<file path="src/hdl/mcb_cfg.svh">
`ifndef MCB_CFG_SVH
`define MCB_CFG_SVH

// processor address and data width
`define MCB_ADDR_W 32

// byte lanes in one data word
`define MCB_MASK_W (`MCB_ADDR_W/8)

// outstanding transactions, tag width follows
`define MCB_TAGS 4
`define MCB_TAG_W $clog2(`MCB_TAGS)

// network credits after reset
`define MCB_CREDITS 4

// mesh geometry
`define MCB_COORD_W 4
`define MCB_PKT_ADDR_W 18
// bottom cache row is one below the last tile row
`define MCB_TILES_Y 4

`endif

</file>
<file path="src/hdl/mcb_pkg.sv">
package mcb_pkg;

  //////////////////////////////////////////////////////////////////////
  // processor side
  //////////////////////////////////////////////////////////////////////

  // uncached command kind
  typedef enum logic [0:0]
  {
    cmd_load  = 1'b0
    , cmd_store = 1'b1
  } cmd_type_e;

  // access size in bytes
  typedef enum logic [1:0]
  {
    size_1 = 2'b00
    , size_2 = 2'b01
    , size_4 = 2'b10
  } cmd_size_e;

  //////////////////////////////////////////////////////////////////////
  // mesh side
  //////////////////////////////////////////////////////////////////////

  // packet opcode
  typedef enum logic [0:0]
  {
    op_load  = 1'b0
    , op_store = 1'b1
  } net_op_e;

endpackage

</file>
<file path="src/hdl/mcb_cmd_fifo.sv">
`timescale 1ns/1ps
`include "mcb_cfg.svh"

module mcb_cmd_fifo
  (input                                clk_i
   , input                              reset_i

   , input                              cmd_v_i
   , output logic                       cmd_ready_o
   , input mcb_pkg::cmd_type_e          cmd_type_i
   , input mcb_pkg::cmd_size_e          cmd_size_i
   , input [`MCB_ADDR_W-1:0]            cmd_addr_i
   , input [`MCB_ADDR_W-1:0]            cmd_data_i

   , output logic                       head_v_o
   , input                              head_yumi_i
   , output mcb_pkg::cmd_type_e         head_type_o
   , output mcb_pkg::cmd_size_e         head_size_o
   , output logic [`MCB_ADDR_W-1:0]     head_addr_o
   , output logic [`MCB_ADDR_W-1:0]     head_data_o
   );

  import mcb_pkg::*;

  // two slots of command storage
  cmd_type_e              type_mem [2];
  cmd_size_e              size_mem [2];
  logic [`MCB_ADDR_W-1:0] addr_mem [2];
  logic [`MCB_ADDR_W-1:0] data_mem [2];

  logic       wr_ptr_r;
  logic       rd_ptr_r;
  logic [1:0] count_r;
  logic       push;
  logic       pop;

  assign cmd_ready_o = (count_r != 2'd2);
  assign head_v_o    = (count_r != 2'd0);
  assign push        = cmd_v_i & cmd_ready_o;
  assign pop         = head_yumi_i & head_v_o;

  always_ff @(posedge clk_i)
    begin
      if (push)
        begin
          type_mem[wr_ptr_r] <= cmd_type_i;
          size_mem[wr_ptr_r] <= cmd_size_i;
          addr_mem[wr_ptr_r] <= cmd_addr_i;
          data_mem[wr_ptr_r] <= cmd_data_i;
        end
    end

  // pointers wrap naturally at two entries
  always_ff @(posedge clk_i)
    begin
      if (reset_i)
        begin
          wr_ptr_r <= 1'b0;
          rd_ptr_r <= 1'b0;
          count_r  <= 2'd0;
        end
      else
        begin
          if (push)
            wr_ptr_r <= ~wr_ptr_r;
          if (pop)
            rd_ptr_r <= ~rd_ptr_r;
          if (push & ~pop)
            count_r <= count_r + 2'd1;
          else if (pop & ~push)
            count_r <= count_r - 2'd1;
        end
    end

  // oldest command
  assign head_type_o = type_mem[rd_ptr_r];
  assign head_size_o = size_mem[rd_ptr_r];
  assign head_addr_o = addr_mem[rd_ptr_r];
  assign head_data_o = data_mem[rd_ptr_r];

endmodule

</file>
<file path="src/hdl/mcb_request_issue.sv">
`timescale 1ns/1ps
`include "mcb_cfg.svh"

module mcb_request_issue
  (input                                clk_i
   , input                              reset_i

   , input                              head_v_i
   , output logic                       head_yumi_o
   , input mcb_pkg::cmd_type_e          head_type_i
   , input mcb_pkg::cmd_size_e          head_size_i
   , input [`MCB_ADDR_W-1:0]            head_addr_i
   , input [`MCB_ADDR_W-1:0]            head_data_i

   , input                              alloc_v_i
   , input [`MCB_TAG_W-1:0]             alloc_tag_i
   , output logic                       alloc_yumi_o

   , input                              credit_i

   , output logic                       pkt_v_o
   , output mcb_pkg::net_op_e           pkt_op_o
   , output logic [`MCB_COORD_W-1:0]    pkt_x_o
   , output logic [`MCB_COORD_W-1:0]    pkt_y_o
   , output logic [`MCB_PKT_ADDR_W-1:0] pkt_addr_o
   , output logic [`MCB_ADDR_W-1:0]     pkt_data_o
   , output logic [`MCB_MASK_W-1:0]     pkt_mask_o
   , output logic [`MCB_TAG_W-1:0]      pkt_tag_o
   );

  import mcb_pkg::*;

  localparam int coord_w    = `MCB_COORD_W;
  localparam int pkt_addr_w = `MCB_PKT_ADDR_W;
  localparam int mask_w     = `MCB_MASK_W;
  localparam int credit_w   = $clog2(`MCB_CREDITS + 1);

  logic [credit_w-1:0] credit_cnt_r;
  logic                issue;
  logic                remote;
  logic [2:0]          bank;
  logic [mask_w-1:0]   base_mask;

  //////////////////////////////////////////////////////////////////////
  // destination mapping
  //////////////////////////////////////////////////////////////////////

  assign remote = head_addr_i[`MCB_ADDR_W-1];
  // {bottom row, x} of the cache bank
  assign bank   = head_addr_i[7:5];

  always_comb
    begin
      if (~remote)
        begin
          pkt_y_o    = head_addr_i[27:24];
          pkt_x_o    = head_addr_i[23:20];
          pkt_addr_o = head_addr_i[19:2];
        end
      else
        begin
          // cache banks sit above and below the tile array
          pkt_y_o    = bank[2] ? coord_w'(`MCB_TILES_Y + 1) : '0;
          pkt_x_o    = coord_w'(bank[1:0]);
          pkt_addr_o = pkt_addr_w'({head_addr_i[17:8], head_addr_i[4:2]});
        end
    end

  //////////////////////////////////////////////////////////////////////
  // store mask and opcode
  //////////////////////////////////////////////////////////////////////

  always_comb
    begin
      case (head_size_i)
        size_1:  base_mask = mask_w'(4'h1);
        size_2:  base_mask = mask_w'(4'h3);
        default: base_mask = mask_w'(4'hf);
      endcase
    end

  assign pkt_mask_o = (head_type_i == cmd_store) ? (base_mask << head_addr_i[1:0]) : '0;
  assign pkt_op_o   = (head_type_i == cmd_store) ? op_store : op_load;
  assign pkt_data_o = head_data_i;
  assign pkt_tag_o  = alloc_tag_i;

  //////////////////////////////////////////////////////////////////////
  // credits and issue
  //////////////////////////////////////////////////////////////////////

  // head, tag and credit all present
  assign issue        = head_v_i & alloc_v_i & (credit_cnt_r != '0);
  assign head_yumi_o  = issue;
  assign alloc_yumi_o = issue;
  assign pkt_v_o      = issue;

  // issue and credit return in one cycle cancel out
  always_ff @(posedge clk_i)
    begin
      if (reset_i)
        credit_cnt_r <= credit_w'(`MCB_CREDITS);
      else if (issue & ~credit_i)
        credit_cnt_r <= credit_cnt_r - 1'b1;
      else if (credit_i & ~issue)
        credit_cnt_r <= credit_cnt_r + 1'b1;
    end

endmodule

</file>
<file path="src/hdl/mcb_reorder_buf.sv">
`timescale 1ns/1ps
`include "mcb_cfg.svh"

module mcb_reorder_buf
  (input                                clk_i
   , input                              reset_i

   , output logic                       alloc_v_o
   , output logic [`MCB_TAG_W-1:0]      alloc_tag_o
   , input                              alloc_yumi_i
   , input mcb_pkg::cmd_type_e          alloc_type_i
   , input mcb_pkg::cmd_size_e          alloc_size_i
   , input [`MCB_ADDR_W-1:0]            alloc_addr_i

   , input                              ret_v_i
   , input [`MCB_TAG_W-1:0]             ret_tag_i
   , input [`MCB_ADDR_W-1:0]            ret_data_i

   , output logic                       resp_v_o
   , input                              resp_yumi_i
   , output mcb_pkg::cmd_type_e         resp_type_o
   , output mcb_pkg::cmd_size_e         resp_size_o
   , output logic [`MCB_ADDR_W-1:0]     resp_addr_o
   , output logic [`MCB_ADDR_W-1:0]     resp_data_o
   );

  import mcb_pkg::*;

  localparam int               tag_w    = `MCB_TAG_W;
  localparam logic [tag_w-1:0] last_tag = tag_w'(`MCB_TAGS - 1);

  // saved command fields and returned data, one entry per tag
  cmd_type_e              type_mem [`MCB_TAGS];
  cmd_size_e              size_mem [`MCB_TAGS];
  logic [`MCB_ADDR_W-1:0] addr_mem [`MCB_TAGS];
  logic [`MCB_ADDR_W-1:0] data_mem [`MCB_TAGS];

  logic [`MCB_TAGS-1:0] busy_r;
  logic [`MCB_TAGS-1:0] done_r;
  logic [tag_w-1:0]     tail_r;
  logic [tag_w-1:0]     head_r;
  logic                 release_v;

  assign alloc_v_o   = ~busy_r[tail_r];
  assign alloc_tag_o = tail_r;

  // oldest tag leaves only once its return is in
  assign resp_v_o  = busy_r[head_r] & done_r[head_r];
  assign release_v = resp_v_o & resp_yumi_i;

  always_ff @(posedge clk_i)
    begin
      if (alloc_yumi_i)
        begin
          type_mem[tail_r] <= alloc_type_i;
          size_mem[tail_r] <= alloc_size_i;
          addr_mem[tail_r] <= alloc_addr_i;
        end
      if (ret_v_i)
        data_mem[ret_tag_i] <= ret_data_i;
    end

  //////////////////////////////////////////////////////////////////////
  // tag state
  //////////////////////////////////////////////////////////////////////

  always_ff @(posedge clk_i)
    begin
      if (reset_i)
        begin
          busy_r <= '0;
          done_r <= '0;
          tail_r <= '0;
          head_r <= '0;
        end
      else
        begin
          if (alloc_yumi_i)
            begin
              busy_r[tail_r] <= 1'b1;
              done_r[tail_r] <= 1'b0;
              tail_r         <= (tail_r == last_tag) ? '0 : tail_r + 1'b1;
            end
          // returns can land on any outstanding tag
          if (ret_v_i)
            done_r[ret_tag_i] <= 1'b1;
          if (release_v)
            begin
              busy_r[head_r] <= 1'b0;
              head_r         <= (head_r == last_tag) ? '0 : head_r + 1'b1;
            end
        end
    end

  assign resp_type_o = type_mem[head_r];
  assign resp_size_o = size_mem[head_r];
  assign resp_addr_o = addr_mem[head_r];
  // stores answer with zero data
  assign resp_data_o = (type_mem[head_r] == cmd_load) ? data_mem[head_r] : '0;

endmodule

</file>
<file path="src/hdl/mcb_bridge.sv">
`timescale 1ns/1ps
`include "mcb_cfg.svh"

module mcb_bridge
  (input                                clk_i
   , input                              reset_i

   , input                              cmd_v_i
   , output logic                       cmd_ready_o
   , input mcb_pkg::cmd_type_e          cmd_type_i
   , input mcb_pkg::cmd_size_e          cmd_size_i
   , input [`MCB_ADDR_W-1:0]            cmd_addr_i
   , input [`MCB_ADDR_W-1:0]            cmd_data_i

   , output logic                       pkt_v_o
   , output mcb_pkg::net_op_e           pkt_op_o
   , output logic [`MCB_COORD_W-1:0]    pkt_x_o
   , output logic [`MCB_COORD_W-1:0]    pkt_y_o
   , output logic [`MCB_PKT_ADDR_W-1:0] pkt_addr_o
   , output logic [`MCB_ADDR_W-1:0]     pkt_data_o
   , output logic [`MCB_MASK_W-1:0]     pkt_mask_o
   , output logic [`MCB_TAG_W-1:0]      pkt_tag_o
   , input                              credit_i

   , input                              ret_v_i
   , input [`MCB_TAG_W-1:0]             ret_tag_i
   , input [`MCB_ADDR_W-1:0]            ret_data_i

   , output logic                       resp_v_o
   , input                              resp_yumi_i
   , output mcb_pkg::cmd_type_e         resp_type_o
   , output mcb_pkg::cmd_size_e         resp_size_o
   , output logic [`MCB_ADDR_W-1:0]     resp_addr_o
   , output logic [`MCB_ADDR_W-1:0]     resp_data_o
   );

  import mcb_pkg::*;

  // fifo head
  logic                   head_v;
  logic                   head_yumi;
  cmd_type_e              head_type;
  cmd_size_e              head_size;
  logic [`MCB_ADDR_W-1:0] head_addr;
  logic [`MCB_ADDR_W-1:0] head_data;

  // tag allocation
  logic                   alloc_v;
  logic [`MCB_TAG_W-1:0]  alloc_tag;
  logic                   alloc_yumi;

  mcb_cmd_fifo fifo0
    (.clk_i(clk_i)
     ,.reset_i(reset_i)
     ,.cmd_v_i(cmd_v_i)
     ,.cmd_ready_o(cmd_ready_o)
     ,.cmd_type_i(cmd_type_i)
     ,.cmd_size_i(cmd_size_i)
     ,.cmd_addr_i(cmd_addr_i)
     ,.cmd_data_i(cmd_data_i)
     ,.head_v_o(head_v)
     ,.head_yumi_i(head_yumi)
     ,.head_type_o(head_type)
     ,.head_size_o(head_size)
     ,.head_addr_o(head_addr)
     ,.head_data_o(head_data)
     );

  mcb_request_issue issue0
    (.clk_i(clk_i)
     ,.reset_i(reset_i)
     ,.head_v_i(head_v)
     ,.head_yumi_o(head_yumi)
     ,.head_type_i(head_type)
     ,.head_size_i(head_size)
     ,.head_addr_i(head_addr)
     ,.head_data_i(head_data)
     ,.alloc_v_i(alloc_v)
     ,.alloc_tag_i(alloc_tag)
     ,.alloc_yumi_o(alloc_yumi)
     ,.credit_i(credit_i)
     ,.pkt_v_o(pkt_v_o)
     ,.pkt_op_o(pkt_op_o)
     ,.pkt_x_o(pkt_x_o)
     ,.pkt_y_o(pkt_y_o)
     ,.pkt_addr_o(pkt_addr_o)
     ,.pkt_data_o(pkt_data_o)
     ,.pkt_mask_o(pkt_mask_o)
     ,.pkt_tag_o(pkt_tag_o)
     );

  mcb_reorder_buf rob0
    (.clk_i(clk_i)
     ,.reset_i(reset_i)
     ,.alloc_v_o(alloc_v)
     ,.alloc_tag_o(alloc_tag)
     ,.alloc_yumi_i(alloc_yumi)
     ,.alloc_type_i(head_type)
     ,.alloc_size_i(head_size)
     ,.alloc_addr_i(head_addr)
     ,.ret_v_i(ret_v_i)
     ,.ret_tag_i(ret_tag_i)
     ,.ret_data_i(ret_data_i)
     ,.resp_v_o(resp_v_o)
     ,.resp_yumi_i(resp_yumi_i)
     ,.resp_type_o(resp_type_o)
     ,.resp_size_o(resp_size_o)
     ,.resp_addr_o(resp_addr_o)
     ,.resp_data_o(resp_data_o)
     );

endmodule

</file>
<file path="config.mk">
export PLATFORM = sky130hd
export DESIGN_NAME = mcb_bridge
export DESIGN_NICKNAME = d
export VERILOG_FILES = /design/src/hdl/mcb_pkg.sv /design/src/hdl/mcb_cmd_fifo.sv /design/src/hdl/mcb_request_issue.sv /design/src/hdl/mcb_reorder_buf.sv /design/src/hdl/mcb_bridge.sv
export VERILOG_INCLUDE_DIRS = /design/src /design/src/hdl
export SDC_FILE = /design/constraint.sdc
export NUM_CORES = 1
export LEC_CHECK = 0
export ABC_AREA = 1
export BUFFER_PORTS_ARGS = -buffer_cell sky130_fd_sc_hd__buf_2
export CORE_UTILIZATION = 50
export DETAILED_ROUTE_END_ITERATION = 8
export HOLD_SLACK_MARGIN = 0.08
export PLACE_DENSITY_LB_ADDON = 0.25
export SYNTH_ARGS = -nofsm -noshare
export SYNTH_HDL_FRONTEND = slang
export SYNTH_SLANG_ARGS = --single-unit
</file>
<file path="constraint.sdc">
create_clock -name clk_i -period 5.5 [get_ports clk_i]
set_clock_uncertainty 0.15 [all_clocks]
set_input_delay 1.1 -clock clk_i [delete_from_list [all_inputs] [get_ports clk_i]]
set_output_delay 1.1 -clock clk_i [all_outputs]
set_load 0.02 [all_outputs]
</file>
==> flow_metrics.env <==
export IMPL_clk_pin_slew_ps=60
export IMPL_die_x_um=183
export IMPL_core_mm2=0.0319
export IMPL_max_stage_delay_ps=750
export IMPL_ctsResizeCount=0
export IMPL_setup_tns_final_ps=0
export IMPL_cp_arrival_ps=3000
export IMPL_clock_latency_ps=540
export IMPL_syn_nets=1395
export IMPL_hp_start="issue0.credit_cnt_r[0]"
export IMPL_drv_cap=0
export IMPL_final_antenna_net_count=0
export IMPL_crit_chain="inv_4 > nand2_1 > nand3_1 > nand2_1 > buf_4 > nand2_1 > inv_1 > buf_2"
export IMPL_path_class="reg -> out"
export IMPL_cts_root_buf="clkbuf_16"
export IMPL_holdCritPathClass="reg -> reg"
export IMPL_die_h_um=183
export IMPL_grt_max_degree=75
export IMPL_drt_iter0_drc=823
export IMPL_synth_seq_area_share_pct=76.4
export IMPL_first_pass_iters=5
export IMPL_p_leak_nw=7.60
export IMPL_synth_cell_area_mm2=0.0164
export IMPL_slew_headroom_pct=38.1
export IMPL_cts_max_path_buffers=3
export IMPL_vias_per_cell=5.22
export IMPL_ys_flop_type="edfxtp_1"
export IMPL_syn_instance_count=1277
export IMPL_synth_distinct_cells=27
export IMPL_crit_slowest_cell="dfxtp_4"
export IMPL_area_delta_synth_final_pct=18.5
export IMPL_grt_pass1_wl_mm=54.5
export IMPL_slew_violations=0
export IMPL_period_needed_ps=4250
export IMPL_start_util_pct=51.4
export IMPL_postCtsHoldBufs=0
export IMPL_ir_worst_vdd_uv=335
export IMPL_h_tree_depth=2
export IMPL_cts_inserted_buffers=44
export IMPL_wirelength_mm=35.4
export IMPL_worst_pin_slew_ps=928
export IMPL_power_density_mw_per_mm2=500
export IMPL_setup_viol=0
export IMPL_r2r_start="issue0.credit_cnt_r[0]"
export IMPL_rows=65
export IMPL_async_flop_share_pct=0
export IMPL_path_max_fanout=63
export IMPL_final_hold_violation_count=0
export IMPL_port_buffers=241
export IMPL_syn_area_per_cell_um2=12.8
export IMPL_antenna_found_initial=9
export IMPL_place_congestion=0.832
export IMPL_gr_total_overflow=0
export IMPL_fmaxAchievable_mhz=235
export IMPL_period_share_pct=77.3
export IMPL_ys_ff_latch=424
export IMPL_cp_required_ps=4250
export IMPL_postCtsSetupBuffers=0
export IMPL_place_area_mm2=0.0180
export IMPL_drive_gt1_share_pct=22.5
export IMPL_cpMostUsedCell="nand2_1"
export IMPL_route_detailed_drc=0
export IMPL_dp_slack_ps=1780
export IMPL_worst_slack_ps=1250
export IMPL_fill_cells=2509
export IMPL_clock_sinks=424
export IMPL_grtUsageTotal_pct=21.2
export IMPL_io_pins=242
export IMPL_yosys_warnings=0
export IMPL_grt_pass1_vias=10109
export IMPL_fin_nets=1632
export IMPL_cts_tree="done"
export IMPL_final_cell_area_mm2=0.0194
export IMPL_finalPower_mw=9.71
export IMPL_cp_start_kind="flop"
export IMPL_detail_route_wl_per_cell_um=17.8
export IMPL_rsz0062_at_grt="false"
export IMPL_die_area_mm2=0.0335
export IMPL_hpwl_mm=21.2
export IMPL_vias=10391
export IMPL_endpoint_kind="output port"
export IMPL_status="complete, no violations"
export IMPL_synth_edf_count=402
[through the flow]
step	util, %	cells	hold slack, ps
2_1_floorplan	-	1277	272
3_3_place_gp	56.4	1903	286
3_5_place_dp	56.4	1903	292
4_1_cts	60.9	1985	300
5_1_grt	60.9	1985	336
6_report	60.9	1990	300
[placed cells by master, fill, tap and decap left out, drive strengths merged]
master	instances
dfxtp	22
clkinv	16
or2	12
fa	1
a31oi	3
inv	92
o21ai	170
ha	10
edfxtp	402
a21oi	21
nand3	14
buf	259
clkbuf	60
nor2	160
clkinvlp	1
bufinv	3
mux2i	1
nand4	4
diode	5
o22ai	66
nor3	5
nand2	228
[area by class of cell]
type	count	area, µm²	area share, %
antenna	5	12.5	0.0645
clock buffer	60	1220	6.30
clock inverter	22	183	0.941
inverter	90	340	1.75
multi-input combinational	695	3250	16.7
sequential	424	12500	64.5
tap	435	544	2.80
timing repair buffer	259	1340	6.91
[power breakdown]
part | switching, mW | internal, mW
Sequential | 0.116 | 4.18
Combinational | 1.91 | 0.663
Clock | 1.16 | 1.70
[Yosys cell counts, types with 2 or more instances]
cell type / instances / area, µm²
or2_2: 9 / 56.3
o21ai_1: 7 / 35.0
dfxtp_1: 22 / 440
buf_4: 7 / 52.6
nand3_1: 13 / 65.1
a31oi_1: 3 / 18.8
clkbuf_1: 36 / 135
ha_1: 10 / 125
edfxtp_1: 402 / 12100
or2_1: 3 / 18.8
o21ai_2: 3 / 26.3
a21oi_1: 21 / 105
buf_1: 2 / 7.51
o21ai_0: 160 / 801
buf_2: 22 / 110
nor2_1: 160 / 601
inv_1: 85 / 319
nor3_1: 4 / 20.0
inv_2: 5 / 18.8
nand4_1: 4 / 25.0
nand2_1: 228 / 856
o22ai_1: 66 / 413
[registers in the layout, summed over array words and instances (netlist names), 3 cells and up, named ones only]
register	count
rob0.size_mem	8
rob0.addr_mem	128
fifo0.size_mem	4
fifo0.data_mem	64
rob0.busy_r	4
rob0.type_mem	4
fifo0.addr_mem	64
rob0.data_mem	128
issue0.credit_cnt_r	3
rob0.done_r	4
[metal layers]
metal	wire length, µm	vias to the layer above	GRT usage (%)
met5	46	-	0
met1	15000	4968	28.7
li1	-	4980	-
met2	16500	369	33.5
met3	3020	66	5.74
met4	831	8	6.53
[worst max-delay path, delay by kind of cell, from the launching register on]
kind | cells | cell delay [ps]
buffers and inverters | 4 | 930
and+or+nand+nor | 4 | 770
DFF | 1 | 750
[kinds of logic after synthesis]
logic type      synth area share [%]
buf+inv                         3.99
compound gates                  8.54
simple gates                    10.1
fa+ha+maj                      0.886
mux                           0.0611
flops                           76.4
[final timing paths]
check	endpoint	slack [ps]	depth (start not counted)
setup reg to reg	issue0.credit_cnt_r[2]	2930	11
hold / removal	issue0.credit_cnt_r[0]	300	1
hold reg to reg	issue0.credit_cnt_r[0]	300	1
setup / recovery	resp_data_o[30]	1250	8
No activity file was read; power rests on OpenSTA's default activity.
